<file path="src/rob_pkg.sv">
package rob_pkg;

    // core widths
    localparam int XLEN         = 32;
    localparam int REG_ADDR_LEN = 5;

    // buffer geometry
    localparam int ROB_SIZE    = 8;
    localparam int ROB_TAG_LEN = 3;
    localparam int ROB_CNT_LEN = 4;   // one extra bit so the count can reach ROB_SIZE

    typedef logic [ROB_TAG_LEN-1:0] rob_tag_t;

    // commit/recovery controller states
    typedef enum logic {
        RUN     = 1'b0,
        RECOVER = 1'b1   // dispatch held off for one cycle after flush
    } ctrl_state_t;

    // request from the front end, 69 bits
    typedef struct packed {
        logic [REG_ADDR_LEN-1:0] wb_reg;
        logic [XLEN-1:0]         pc;
        logic [XLEN-1:0]         npc;
    } dispatch_req_t;

    // result broadcast on the common data bus, 68 bits
    typedef struct packed {
        rob_tag_t        tag;
        logic [XLEN-1:0] wb_data;
        logic [XLEN-1:0] target_pc;   // only meaningful with mispredict
        logic            mispredict;
    } cdb_pkt_t;

    // one buffer slot, 104 bits
    typedef struct packed {
        logic                    valid;
        logic                    ready;
        logic                    mispredict;
        logic [REG_ADDR_LEN-1:0] wb_reg;
        logic [XLEN-1:0]         wb_data;
        logic [XLEN-1:0]         npc;
        logic [XLEN-1:0]         pc;
    } rob_entry_t;

    // retired instruction, 104 bits
    typedef struct packed {
        logic [REG_ADDR_LEN-1:0] wb_reg;
        logic [XLEN-1:0]         wb_data;
        logic [XLEN-1:0]         npc;   // target pc after a mispredict
        logic [XLEN-1:0]         pc;
        rob_tag_t                tag;
    } commit_t;

endpackage

</file>
<file path="src/rob_ptrs.sv">
`timescale 1ns/1ps

module rob_ptrs (
    input  logic              clk,
    input  logic              reset,

    input  logic              alloc_en,
    input  logic              retire_en,
    input  logic              flush,

    output rob_pkg::rob_tag_t head,
    output rob_pkg::rob_tag_t tail,
    output logic              full,
    output logic              empty
);

    rob_pkg::rob_tag_t                 head_q;
    rob_pkg::rob_tag_t                 tail_q;
    logic [rob_pkg::ROB_CNT_LEN-1:0]   count_q;
    logic [rob_pkg::ROB_CNT_LEN-1:0]   count_d;

    // occupancy follows the two enables
    always_comb begin
        case ({alloc_en, retire_en})
            2'b10:   count_d = count_q + 1'b1;
            2'b01:   count_d = count_q - 1'b1;
            default: count_d = count_q;   // none, or one in and one out
        endcase
    end

    always_ff @(posedge clk) begin
        if (reset || flush) begin
            head_q  <= '0;
            tail_q  <= '0;
            count_q <= '0;
        end
        else begin
            if (alloc_en) begin
                tail_q <= tail_q + 1'b1;   // wraps at ROB_SIZE
            end
            if (retire_en) begin
                head_q <= head_q + 1'b1;
            end
            count_q <= count_d;
        end
    end

    assign head = head_q;
    assign tail = tail_q;

    // flags straight from the count, so all entries can be used
    assign full  = (count_q == rob_pkg::ROB_CNT_LEN'(rob_pkg::ROB_SIZE));
    assign empty = (count_q == '0);

endmodule

</file>
<file path="src/rob_entry_array.sv">
`timescale 1ns/1ps

module rob_entry_array (
    input  logic                       clk,
    input  logic                       reset,

    // allocation from dispatch
    input  logic                       alloc_en,
    input  rob_pkg::rob_tag_t          alloc_tag,
    input  rob_pkg::dispatch_req_t     alloc_req,

    // completion
    input  logic                       cdb_valid,
    input  rob_pkg::cdb_pkt_t          cdb,

    // commit
    input  logic                       retire_en,
    input  rob_pkg::rob_tag_t          retire_tag,
    input  logic                       flush,

    // operand lookup
    input  rob_pkg::rob_tag_t          search_tag1,
    input  rob_pkg::rob_tag_t          search_tag2,
    output logic [rob_pkg::XLEN-1:0]   search_data1,
    output logic [rob_pkg::XLEN-1:0]   search_data2,

    output rob_pkg::rob_entry_t        head_entry
);

    // per-entry status bits
    logic [rob_pkg::ROB_SIZE-1:0] valid_q;
    logic [rob_pkg::ROB_SIZE-1:0] ready_q;
    logic [rob_pkg::ROB_SIZE-1:0] mispred_q;

    // payload storage
    logic [rob_pkg::REG_ADDR_LEN-1:0] wb_reg_q  [rob_pkg::ROB_SIZE];
    logic [rob_pkg::XLEN-1:0]         wb_data_q [rob_pkg::ROB_SIZE];
    logic [rob_pkg::XLEN-1:0]         npc_q     [rob_pkg::ROB_SIZE];
    logic [rob_pkg::XLEN-1:0]         pc_q      [rob_pkg::ROB_SIZE];

    // status update, flush drops everything incl. a same-cycle cdb write
    always_ff @(posedge clk) begin
        if (reset || flush) begin
            valid_q   <= '0;
            ready_q   <= '0;
            mispred_q <= '0;
        end
        else begin
            if (alloc_en) begin
                valid_q[alloc_tag]   <= 1'b1;
                ready_q[alloc_tag]   <= 1'b0;
                mispred_q[alloc_tag] <= 1'b0;
            end
            if (cdb_valid) begin
                ready_q[cdb.tag]   <= 1'b1;
                mispred_q[cdb.tag] <= cdb.mispredict;
            end
            if (retire_en) begin
                valid_q[retire_tag] <= 1'b0;   // head slot freed
            end
        end
    end

    // payload update
    always_ff @(posedge clk) begin
        if (alloc_en) begin
            wb_reg_q[alloc_tag]  <= alloc_req.wb_reg;
            wb_data_q[alloc_tag] <= '0;   // filled in by the cdb
            npc_q[alloc_tag]     <= alloc_req.npc;
            pc_q[alloc_tag]      <= alloc_req.pc;
        end
        if (cdb_valid) begin
            wb_data_q[cdb.tag] <= cdb.wb_data;
            if (cdb.mispredict) begin
                npc_q[cdb.tag] <= cdb.target_pc;   // redirect on commit
            end
        end
    end

    // head entry for the commit controller
    always_comb begin
        head_entry.valid      = valid_q[retire_tag];
        head_entry.ready      = ready_q[retire_tag];
        head_entry.mispredict = mispred_q[retire_tag];
        head_entry.wb_reg     = wb_reg_q[retire_tag];
        head_entry.wb_data    = wb_data_q[retire_tag];
        head_entry.npc        = npc_q[retire_tag];
        head_entry.pc         = pc_q[retire_tag];
    end

    assign search_data1 = wb_data_q[search_tag1];
    assign search_data2 = wb_data_q[search_tag2];

endmodule

</file>
<file path="src/rob_commit_ctrl.sv">
`timescale 1ns/1ps

module rob_commit_ctrl (
    input  logic                   clk,
    input  logic                   reset,

    input  rob_pkg::rob_entry_t    head_entry,
    input  rob_pkg::rob_tag_t      head,
    input  logic                   full,
    input  logic                   dispatch_valid,

    output logic                   alloc_en,
    output logic                   retire_en,
    output logic                   flush,

    output logic                   dispatch_ready,
    output logic                   commit_valid,
    output rob_pkg::commit_t       commit
);

    rob_pkg::ctrl_state_t state_q;
    rob_pkg::ctrl_state_t state_d;

    // a valid head already means the buffer holds something
    assign commit_valid = head_entry.valid && head_entry.ready;
    assign retire_en    = commit_valid;
    assign flush        = commit_valid && head_entry.mispredict;

    // no new work while full, flushing or recovering
    assign dispatch_ready = !full && !flush && (state_q == rob_pkg::RUN);
    assign alloc_en       = dispatch_valid && dispatch_ready;

    always_comb begin
        state_d = state_q;
        case (state_q)
            rob_pkg::RUN: begin
                if (flush) begin
                    state_d = rob_pkg::RECOVER;
                end
            end
            rob_pkg::RECOVER: begin
                state_d = rob_pkg::RUN;   // front end redirected by now
            end
            default: begin
                state_d = rob_pkg::RUN;
            end
        endcase
    end

    always_ff @(posedge clk) begin
        if (reset) begin
            state_q <= rob_pkg::RUN;
        end
        else begin
            state_q <= state_d;
        end
    end

    // commit payload straight from the head slot
    always_comb begin
        commit.wb_reg  = head_entry.wb_reg;
        commit.wb_data = head_entry.wb_data;
        commit.npc     = head_entry.npc;
        commit.pc      = head_entry.pc;
        commit.tag     = head;
    end

endmodule

</file>
<file path="src/rob_top.sv">
`timescale 1ns/1ps

module rob_top (
    input  logic                       clk,
    input  logic                       reset,

    // dispatch
    input  logic                       dispatch_valid,
    input  rob_pkg::dispatch_req_t     dispatch_req,
    output logic                       dispatch_ready,
    output rob_pkg::rob_tag_t          dispatch_tag,

    // completion bus
    input  logic                       cdb_valid,
    input  rob_pkg::cdb_pkt_t          cdb,

    // operand lookup
    input  rob_pkg::rob_tag_t          search_tag1,
    input  rob_pkg::rob_tag_t          search_tag2,
    output logic [rob_pkg::XLEN-1:0]   search_data1,
    output logic [rob_pkg::XLEN-1:0]   search_data2,

    // commit
    output logic                       commit_valid,
    output rob_pkg::commit_t           commit,
    output logic                       flush,

    output logic                       empty
);

    rob_pkg::rob_tag_t   head;
    rob_pkg::rob_tag_t   tail;
    logic                full;
    logic                alloc_en;
    logic                retire_en;
    rob_pkg::rob_entry_t head_entry;

    assign dispatch_tag = tail;   // new entry lands at the tail

    rob_ptrs u_ptrs (
        .clk       (clk),
        .reset     (reset),
        .alloc_en  (alloc_en),
        .retire_en (retire_en),
        .flush     (flush),
        .head      (head),
        .tail      (tail),
        .full      (full),
        .empty     (empty)
    );

    rob_entry_array u_array (
        .clk          (clk),
        .reset        (reset),
        .alloc_en     (alloc_en),
        .alloc_tag    (tail),
        .alloc_req    (dispatch_req),
        .cdb_valid    (cdb_valid),
        .cdb          (cdb),
        .retire_en    (retire_en),
        .retire_tag   (head),
        .flush        (flush),
        .search_tag1  (search_tag1),
        .search_tag2  (search_tag2),
        .search_data1 (search_data1),
        .search_data2 (search_data2),
        .head_entry   (head_entry)
    );

    rob_commit_ctrl u_ctrl (
        .clk            (clk),
        .reset          (reset),
        .head_entry     (head_entry),
        .head           (head),
        .full           (full),
        .dispatch_valid (dispatch_valid),
        .alloc_en       (alloc_en),
        .retire_en      (retire_en),
        .flush          (flush),
        .dispatch_ready (dispatch_ready),
        .commit_valid   (commit_valid),
        .commit         (commit)
    );

endmodule

</file>
<file path="config.mk">
export PLATFORM = sky130hd
export DESIGN_NAME = rob_top
export DESIGN_NICKNAME = d
export VERILOG_FILES = /design/src/rob_pkg.sv /design/src/rob_ptrs.sv /design/src/rob_entry_array.sv /design/src/rob_commit_ctrl.sv /design/src/rob_top.sv
export SDC_FILE = /design/constraint.sdc
export NUM_CORES = 1
export LEC_CHECK = 0
export BUFFER_PORTS_ARGS = -buffer_cell sky130_fd_sc_hd__buf_4
export CAP_MARGIN = 25
export CORE_MARGIN = 2
export CORE_UTILIZATION = 45
export DETAILED_ROUTE_END_ITERATION = 10
export HOLD_SLACK_MARGIN = 0.06
export PLACE_DENSITY = 0.65
export SYNTH_ARGS = -nofsm -noshare
export SYNTH_HDL_FRONTEND = slang
export SYNTH_SLANG_ARGS = --single-unit
</file>
<file path="constraint.sdc">
create_clock -name clk -period 10.38 [get_ports clk]
set_input_delay 3.114 -clock clk [delete_from_list [all_inputs] [get_ports clk]]
set_output_delay 3.114 -clock clk [all_outputs]
set_load 0.03 [all_outputs]
</file>
Yosys cells after proc, flatten, opt, wreduce, memory -nomap -nowiden
Memories as Yosys holds them, arrays and structs flattened. A register that Yosys moved wholly into a read port is not among the register bits.
Cells that the tools add are included.
- $add $sub $neg: 4
- magnitude comparators: 6
- equality and inequality tests: 3
- mux-type cells: 40
- bitwise gates (word level): 8
- reduce and logical (&&, ||, !) cells: 13
- operator list (kind ; count):
    8-bit 2-to-1 mux ; 9
    8-bit AND ; 3
    3-bit 2-to-1 mux ; 8
    8-bit NOT ; 2
    8-bit bitwise OR ; 2
    1-bit 2-to-1 mux ; 14
    3-bit by 4-bit less-than comparator with 1-bit output, second input constant ; 3
    1-bit binary-select mux with 3-bit select ; 3
    1-bit demux with 3-bit select ; 3
    3-bit by 1-bit greater-or-equal comparator with 1-bit output, second input constant ; 3
    8-bit bitwise mux ; 1
    1-bit logical AND ; 8
    4-bit case mux with 2 select lines ; 1
    3-bit by 1-bit adder with 3-bit output, second input constant ; 2
    4-bit by 1-bit adder with 4-bit output, second input constant ; 1
    4-bit == test, second input constant ; 1
    4-bit logical NOT ; 1
    4-bit by 1-bit subtractor with 4-bit output, second input constant ; 1
    2-bit by 1-bit == test with 1-bit output, second input constant ; 1
    2-bit == test, second input constant ; 1
    1-bit logical NOT ; 2
    1-bit case mux with 2 select lines ; 1
    2-bit nonzero test ; 1
    1-bit logical OR ; 1
    1-bit NOT ; 1
- bits in registers: 35
- RAM bits: 808
- bits of input ports: 147
- output and inout bits: 175
- logic and storage cells: 85
- memories: 4
- memories (memory ; depth ; width ; read ports ; clocked after memory_dff ; write ports ; line ; source):
    u_array.npc_q ; 8 ; 32 ; 1 ; 1 ; 2 ; rob_entry_array.sv:38 ; logic [rob_pkg::XLEN-1:0] npc_q [rob_pkg::ROB_SIZE];
    u_array.pc_q ; 8 ; 32 ; 1 ; 1 ; 1 ; rob_entry_array.sv:39 ; logic [rob_pkg::XLEN-1:0] pc_q [rob_pkg::ROB_SIZE];
    u_array.wb_data_q ; 8 ; 32 ; 3 ; 1 ; 2 ; rob_entry_array.sv:37 ; logic [rob_pkg::XLEN-1:0] wb_data_q [rob_pkg::ROB_SIZE];
    u_array.wb_reg_q ; 8 ; 5 ; 1 ; 1 ; 1 ; rob_entry_array.sv:36 ; logic [rob_pkg::REG_ADDR_LEN-1:0] wb_reg_q [rob_pkg::ROB_SIZE];

Longest topological paths before layout
Gate-level depths: netlist of the first run.
- word-level depth: 12
- depth in mapped cells: 15
- depth with buffers taken out: 13

By module
A second synthesis of the first run with hierarchy kept.
- cell total of the unflattened synthesis: 2289
- area, all modules: 41725.0 um2
- modules (own cells, without submodules) (module ; instances ; cells an instance ; area an instance (um2) ; sequential area each (um2)):
    rob_entry_array ; 1 ; 2122 ; 40342.4 ; 24743.7
    rob_commit_ctrl ; 1 ; 111 ; 859.6 ; 20.0
    rob_ptrs ; 1 ; 56 ; 523.0 ; 200.2

Least setup slack after synthesis of the first run
OpenSTA, ideal clock, no wires.
- path type: input-to-output
- start: input search_tag1[0]
- end: output search_data1[0] (netlist bit)
- arrival time: 4.674 ns
- data required time: 7.266 ns
- slack: 2.592 ns
- cell stages on the path: 4
- path buffers: 2
- cells stage by stage: clkbuf_1 buf_2 mux4_2 mux2_2
- cells in the longest elaborated chain, start to end: 1
- ends and longest elaborated chain (item ; line ; source):
    start: declaration ; rob_top.sv:18 ; input rob_pkg::rob_tag_t search_tag1,
    memory 8 x 32 bit ; -- ;
    end: declaration ; rob_top.sv:20 ; output logic [rob_pkg::XLEN-1:0] search_data1,
Every way passes these cells.

Worst setup path after layout of the first run
- start: input search_tag1[0]
- end: output search_data1[27] (netlist bit)
Same word-level chain as after synthesis.

==> flow_metrics.tcl, run 1 <==
set metrics [dict create \
    fin_crit_sh_pct 79.6 \
    path_class "primary input to output pin" \
    cp_max_fo 25 \
    dr.max_layer_used "met5" \
    rows 110 \
    status "finished, final reports clean" \
    reg2reg_from "u_ptrs.head[1]$_SDFFE_PP0N_" \
    clockBufferDepth 3 \
    grt_pass1_wl_um 158000 \
    drt_iter0_markers 1754 \
    yosysTopAreaCell "edfxtp_1" \
    hpwl_um 59200 \
    routabilityCongestion 0.781 \
    cts_tree "yes" \
    hold-path-endpoint "u_array.valid_q[2]$_SDFF_PP0_" \
    grt_overflow 0 \
    tightest_slew_ns 1.07 \
    dp.cells 3620 \
    yosys_register_bits 846 \
    yosysMostFrequentCell "edfxtp_1" \
    dieWidth_um 306 \
    synth.avg_cell_area_um2 18.3 \
    power.density_mw_per_mm2 185 \
    cp.arrival_ns 5.15 \
    dr_wl_met3_um 7790 \
    insertion_delay_ns 0.66 \
    antenna_found_initial 19 \
    port_buffers 321 \
    grtUsageTotal_pct 22.8 \
    p_leak_nw 15.8 \
    maxSlewHeadroom_pct 28.3 \
    yosys-top-cells-count "808 x edfxtp_1, 421 x mux2_2, 331 x mux4_2, 257 x and2_1, 103 x clkbuf_1" \
    avgRoutedWirePerCell_um 28.3 \
    hp-start "u_array.valid_q[2]$_SDFF_PP0_" \
    clock.fmax_mhz 121 \
    synth_cell_types 52 \
    start_util_pct 45.5 \
    wl_um 107000 \
    ff2ff_setup_slack_ns 6.31 \
    cts_resized 0 \
    setup_viol 0 \
    route.met2.wl_um 55000 \
    finalCriticalPeriod_ns 8.26 \
    worstSetupEndpointType "output pin" \
    vias_per_cell 5.98 \
    synthArstFlopShare_pct 0 \
    utilization_pct 53.0 \
    drv_cap 0 \
    cts_setup_buffers 0 \
    worst_hold_path_type "flop to flop" \
    fin_nets 2689 \
    clk_pin_slew_ns 0.06 \
    fillers 7166 \
    area_growth_syn_to_layout_pct 16.5 \
    drt_pre_antenna_iters 5 \
    irDropWorstVdd_mv 0.137 \
    crit_required_ns 7.27 \
    grt_max_degree 105 \
    dieArea_mm2 0.0935 \
    synth.net_count 2389 \
    hold_path_depth 2 \
    setup_tns_ns 0 \
    drt-met1-wl_um 42300 \
    h-tree-depth 3 \
    synth_area_mm2 0.0410 \
    slew_viol_final 0 \
    rsz0062_at_grt "no" \
    synth_enable_flop_cells 808 \
    ys_seq_area_share_pct 61.1 \
    critPathLaunchType "primary input" \
    cts_sinks 846 \
    clockRootBuffer "clkbuf_16" \
    fin_worst_skew_ns 0.0262 \
    drtAntennaViolNets 0 \
    grt_pass1_vias 24000 \
    synth_warnings 0 \
    synthFlopType "edfxtp_1" \
    timing_hold_violations_final 0 \
    routed-via-count 22700 \
    synth_top_area_share_pct 59.2 \
    r2r_end "u_array.pc_q[2][6]$_DFFE_PP_" \
    drc 0 \
    die_h_um 306 \
    synth.area.top_cells "edfxtp_1 59%, mux4_2 18%, mux2_2 12%" \
    syn_inst 2237 \
    r2r_cells 5 \
    instances_no_fill 3791 \
    cts_buffers 90 \
    cts_hold_buf 0 \
    coreArea_mm2 0.0901 \
    io_pins 322 \
    drive_gt1_share_pct 50.4 \
]
[logic make-up (layout without fill, tap and decap cells)]
group           Yosys count  in the layout  share of synthesized area, %
other cells               0              7                             0
flops                   846            846                          61.1
xor+xnor                  6              6                         0.128
compound gates           76             76                          1.40
mux                     756            756                          29.9
buf+inv                 190            561                          2.07
fa+ha+maj                 5              5                         0.153
simple gates            358            358                          5.25
[critical path, stage by stage]
cell	delay, ns
buf_4	0.45
buf_12	0.30
buf_4	0.26
mux4_2	0.52
mux2_2	0.28
buf_4	0.17
[routing by layer]
layer | GRT usage (%) | vias up
met3 | 5.28 | 156
met4 | 6.69 | 22
met5 | 0 | -
li1 | - | 9735
met1 | 28.7 | 12000
met2 | 39.5 | 783
[worst max-delay path by stage]
stage / from / endpoint / slack (ns) / cells after the start
floorplan: search_tag1[0] / search_data1[0] / 2.59 / 4
global placement: search_tag1[0] / search_data1[6] / 1.97 / 5
detailed placement: search_tag1[0] / search_data1[8] / 1.94 / 5
CTS: search_tag1[0] / search_data1[8] / 1.93 / 5
global route: search_tag1[0] / search_data1[29] / 1.97 / 6
finish: search_tag1[0] / search_data1[27] / 2.12 / 6
[sequential cells by signal, summed over array words and instances (netlist names), named ones only]
register / count
u_array.wb_reg_q: 40
u_array.ready_q: 8
u_ptrs.head: 3
u_array.npc_q: 256
u_ctrl.state_q: 1
u_ptrs.count_q: 4
u_ptrs.tail: 3
u_array.valid_q: 8
u_array.mispred_q: 8
u_array.pc_q: 256
u_array.wb_data_q: 256
[where the power goes]
group	switching, mW	internal, mW
clock network	1.36	1.92
logic	0.847	0.711
registers	0.0885	3.91
[through the flow]
step | area [um2] | hold slack (ns) | worst slack [ns] | total power [mW]
3_5_place_dp | 44700 | 0.461 | 1.94 | 5.65
4_1_cts | 47700 | 0.472 | 1.93 | 8.93
5_1_grt | 47800 | 0.493 | 1.97 | 9.15
6_report | 47800 | 0.474 | 2.12 | 8.84
2_1_floorplan | 41000 | 0.423 | 2.59 | 5.08
3_3_place_gp | 44700 | 0.455 | 1.97 | 5.61
[placed cells by master, fill, tap and decap left out, types with 12 or more instances in the layout]
cell type  netlist  routed
edfxtp_1       808     808
mux2_2         421     421
buf_4            4     371
mux4_2         331     331
and2_1         257     257
clkbuf_16        0      91
dfxtp_1         38      35
nand2_1         43      25
clkinv_2         0      21
nand2_2          0      18
o31ai_1         17      15
clkbuf_1       103      15
inv_1           20      12
bufinv_16        0      12
[final cells by class]
| cell class | count | area, um2 | share of cell area, % |
|---|---|---|---|
| flip-flops and latches | 846 | 25000 | 52.4 |
| multi-input cells | 1201 | 15200 | 31.9 |
| inverters | 21 | 81.3 | 0.170 |
| repair buffers | 377 | 2920 | 6.11 |
| clock inverters | 57 | 681 | 1.43 |
| diodes | 7 | 17.5 | 0.0367 |
| well taps | 1176 | 1470 | 3.08 |
| clock buffers | 106 | 2330 | 4.89 |
Note: power is estimated with default switching activity, not from simulation.
==> run 2: changes to the inputs <==
- PLACE_DENSITY: 0.65 -> 0.67
- clock period: 10.38 -> 7.2 ns (I/O delays scaled with it)
==> flow_metrics.tcl, run 2 (same netlist as run 1, synthesis figures left out) <==
set metrics [dict create \
    status "finished, final reports clean" \
    instances_no_fill 3797 \
    path_class "primary input to output pin" \
    area_growth_syn_to_layout_pct 16.7 \
    rsz0062_at_grt "no" \
    fin_nets 2697 \
    dp.cells 3628 \
    power.density_mw_per_mm2 266 \
    routabilityCongestion 0.758 \
    clock.fmax_mhz 166 \
    clk_pin_slew_ns 0.07 \
    h-tree-depth 3 \
    ff2ff_setup_slack_ns 3.33 \
    power.total_mw 12.7 \
    antenna_found_initial 15 \
    cts_resized 0 \
    tightest_slew_ns 0.992 \
    cp.arrival_ns 3.88 \
    dieWidth_um 306 \
    final_cell_mix "808 x edfxtp_1, 421 x mux2_2, 372 x buf_4" \
    cts_hold_buf 0 \
    coreArea_mm2 0.0901 \
    setup_viol 0 \
    io_pins 322 \
    avgRoutedWirePerCell_um 28.5 \
    grtUsageTotal_pct 23.2 \
    drc 0 \
    maxSlewHeadroom_pct 32.8 \
    irDropWorstVdd_mv 0.233 \
    hpwl_um 62000 \
    routed-via-count 22700 \
    grt_pass1_vias 24300 \
    crit_required_ns 5.04 \
    p_leak_nw 15.8 \
    clockBufferDepth 3 \
    holdWs_ns 0.469 \
    reg_top3 "u_array.npc_q (256), u_array.pc_q (256), u_array.wb_data_q (256)" \
    cp_max_fo 21 \
    port_buffers 321 \
    wl_um 108000 \
    cts_buffers 91 \
    drive_gt1_share_pct 50.3 \
    grt_overflow 0 \
    clockRootBuffer "clkbuf_16" \
    start_util_pct 45.5 \
    grt_pass1_wl_um 160000 \
    drt_iter0_markers 2120 \
    dieArea_mm2 0.0935 \
    worst_hold_path_type "flop to flop" \
    slew_viol_final 0 \
    die_h_um 306 \
    drv_cap 0 \
    critPathLaunchType "primary input" \
    drtAntennaViolNets 0 \
    finalCriticalPeriod_ns 6.04 \
    mostFrequentLayoutCell "edfxtp_1" \
    timing_hold_violations_final 0 \
    cts_tree "yes" \
    cts_sinks 846 \
    insertion_delay_ns 0.67 \
    grt_max_degree 85 \
    worstSetupEndpointType "output pin" \
    setup_tns_ns 0 \
    fin_crit_sh_pct 83.9 \
    cts_setup_buffers 0 \
    fin_worst_skew_ns 0.0221 \
    vias_per_cell 5.98 \
    rows 110 \
    drt_pre_antenna_iters 7 \
]
## run 2: changes by cell type in the layout (fill, tap and decap cells not counted), moves of 4 or more
cell | before | now
clkinv_1 | 11 | 20
clkinvlp_4 | 2 | 10
clkinv_2 | 21 | 15
buf_12 | 4 | 9
diode_2 | 7 | 3
## run 2: layout make-up
cell class / count / area, um2
fill: 7137 / 42300
sequential: 846 / 25000
multi-input combinational: 1201 / 15200
timing repair buffer: 384 / 2990
clock buffer: 103 / 2320
tap: 1176 / 1470
clock inverter: 63 / 697
inverter: 21 / 81.3
antenna: 3 / 7.51
## run 2: metal layers
| layer | vias to the layer above | track usage (%) | routed length (um) |
|---|---|---|---|
| met5 | - | 0 | 161 |
| met4 | 24 | 6.91 | 2370 |
| li1 | 9740 | - | - |
| met3 | 179 | 5.12 | 7920 |
| met1 | 11900 | 28.7 | 41900 |
| met2 | 835 | 40.9 | 56000 |
## run 2: per-stage QoR
stage | area (um2) | setup WS (ns) | utilization, %
6_report | 47800 | 1.16 | 53.0
3_5_place_dp | 44800 | 1.13 | 49.7
2_1_floorplan | 41000 | 1.32 | -
4_1_cts | 47800 | 1.12 | 53.0
3_3_place_gp | 44800 | 1.15 | 49.7
5_1_grt | 47800 | 1.06 | 53.0
## run 2: final timing paths
check,startpoint,endpoint,depth (start not counted)
worst max-delay path,search_tag1[0],search_data1[12],5
worst min-delay path,u_array.valid_q[3]$_SDFF_PP0_,u_array.valid_q[3]$_SDFF_PP0_,2
worst max register to register,u_ptrs.head[1]$_SDFFE_PP0N_,u_array.wb_data_q[4][18]$_SDFFCE_PN0P_,6
worst min register to register,u_array.valid_q[3]$_SDFF_PP0_,u_array.valid_q[3]$_SDFF_PP0_,2
## run 2: worst max-delay path: stages
cell    delay [ns]
buf_4         0.36
buf_12        0.29
mux4_2        0.53
mux2_2        0.32
buf_4         0.18
## run 2: report_power, final
group / switching [mW] / leakage (nW) / internal [mW]
Clock: 1.99 / 1.44 / 2.70
Combinational: 1.21 / 6.75 / 1.02
Sequential: 0.136 / 7.63 / 5.64
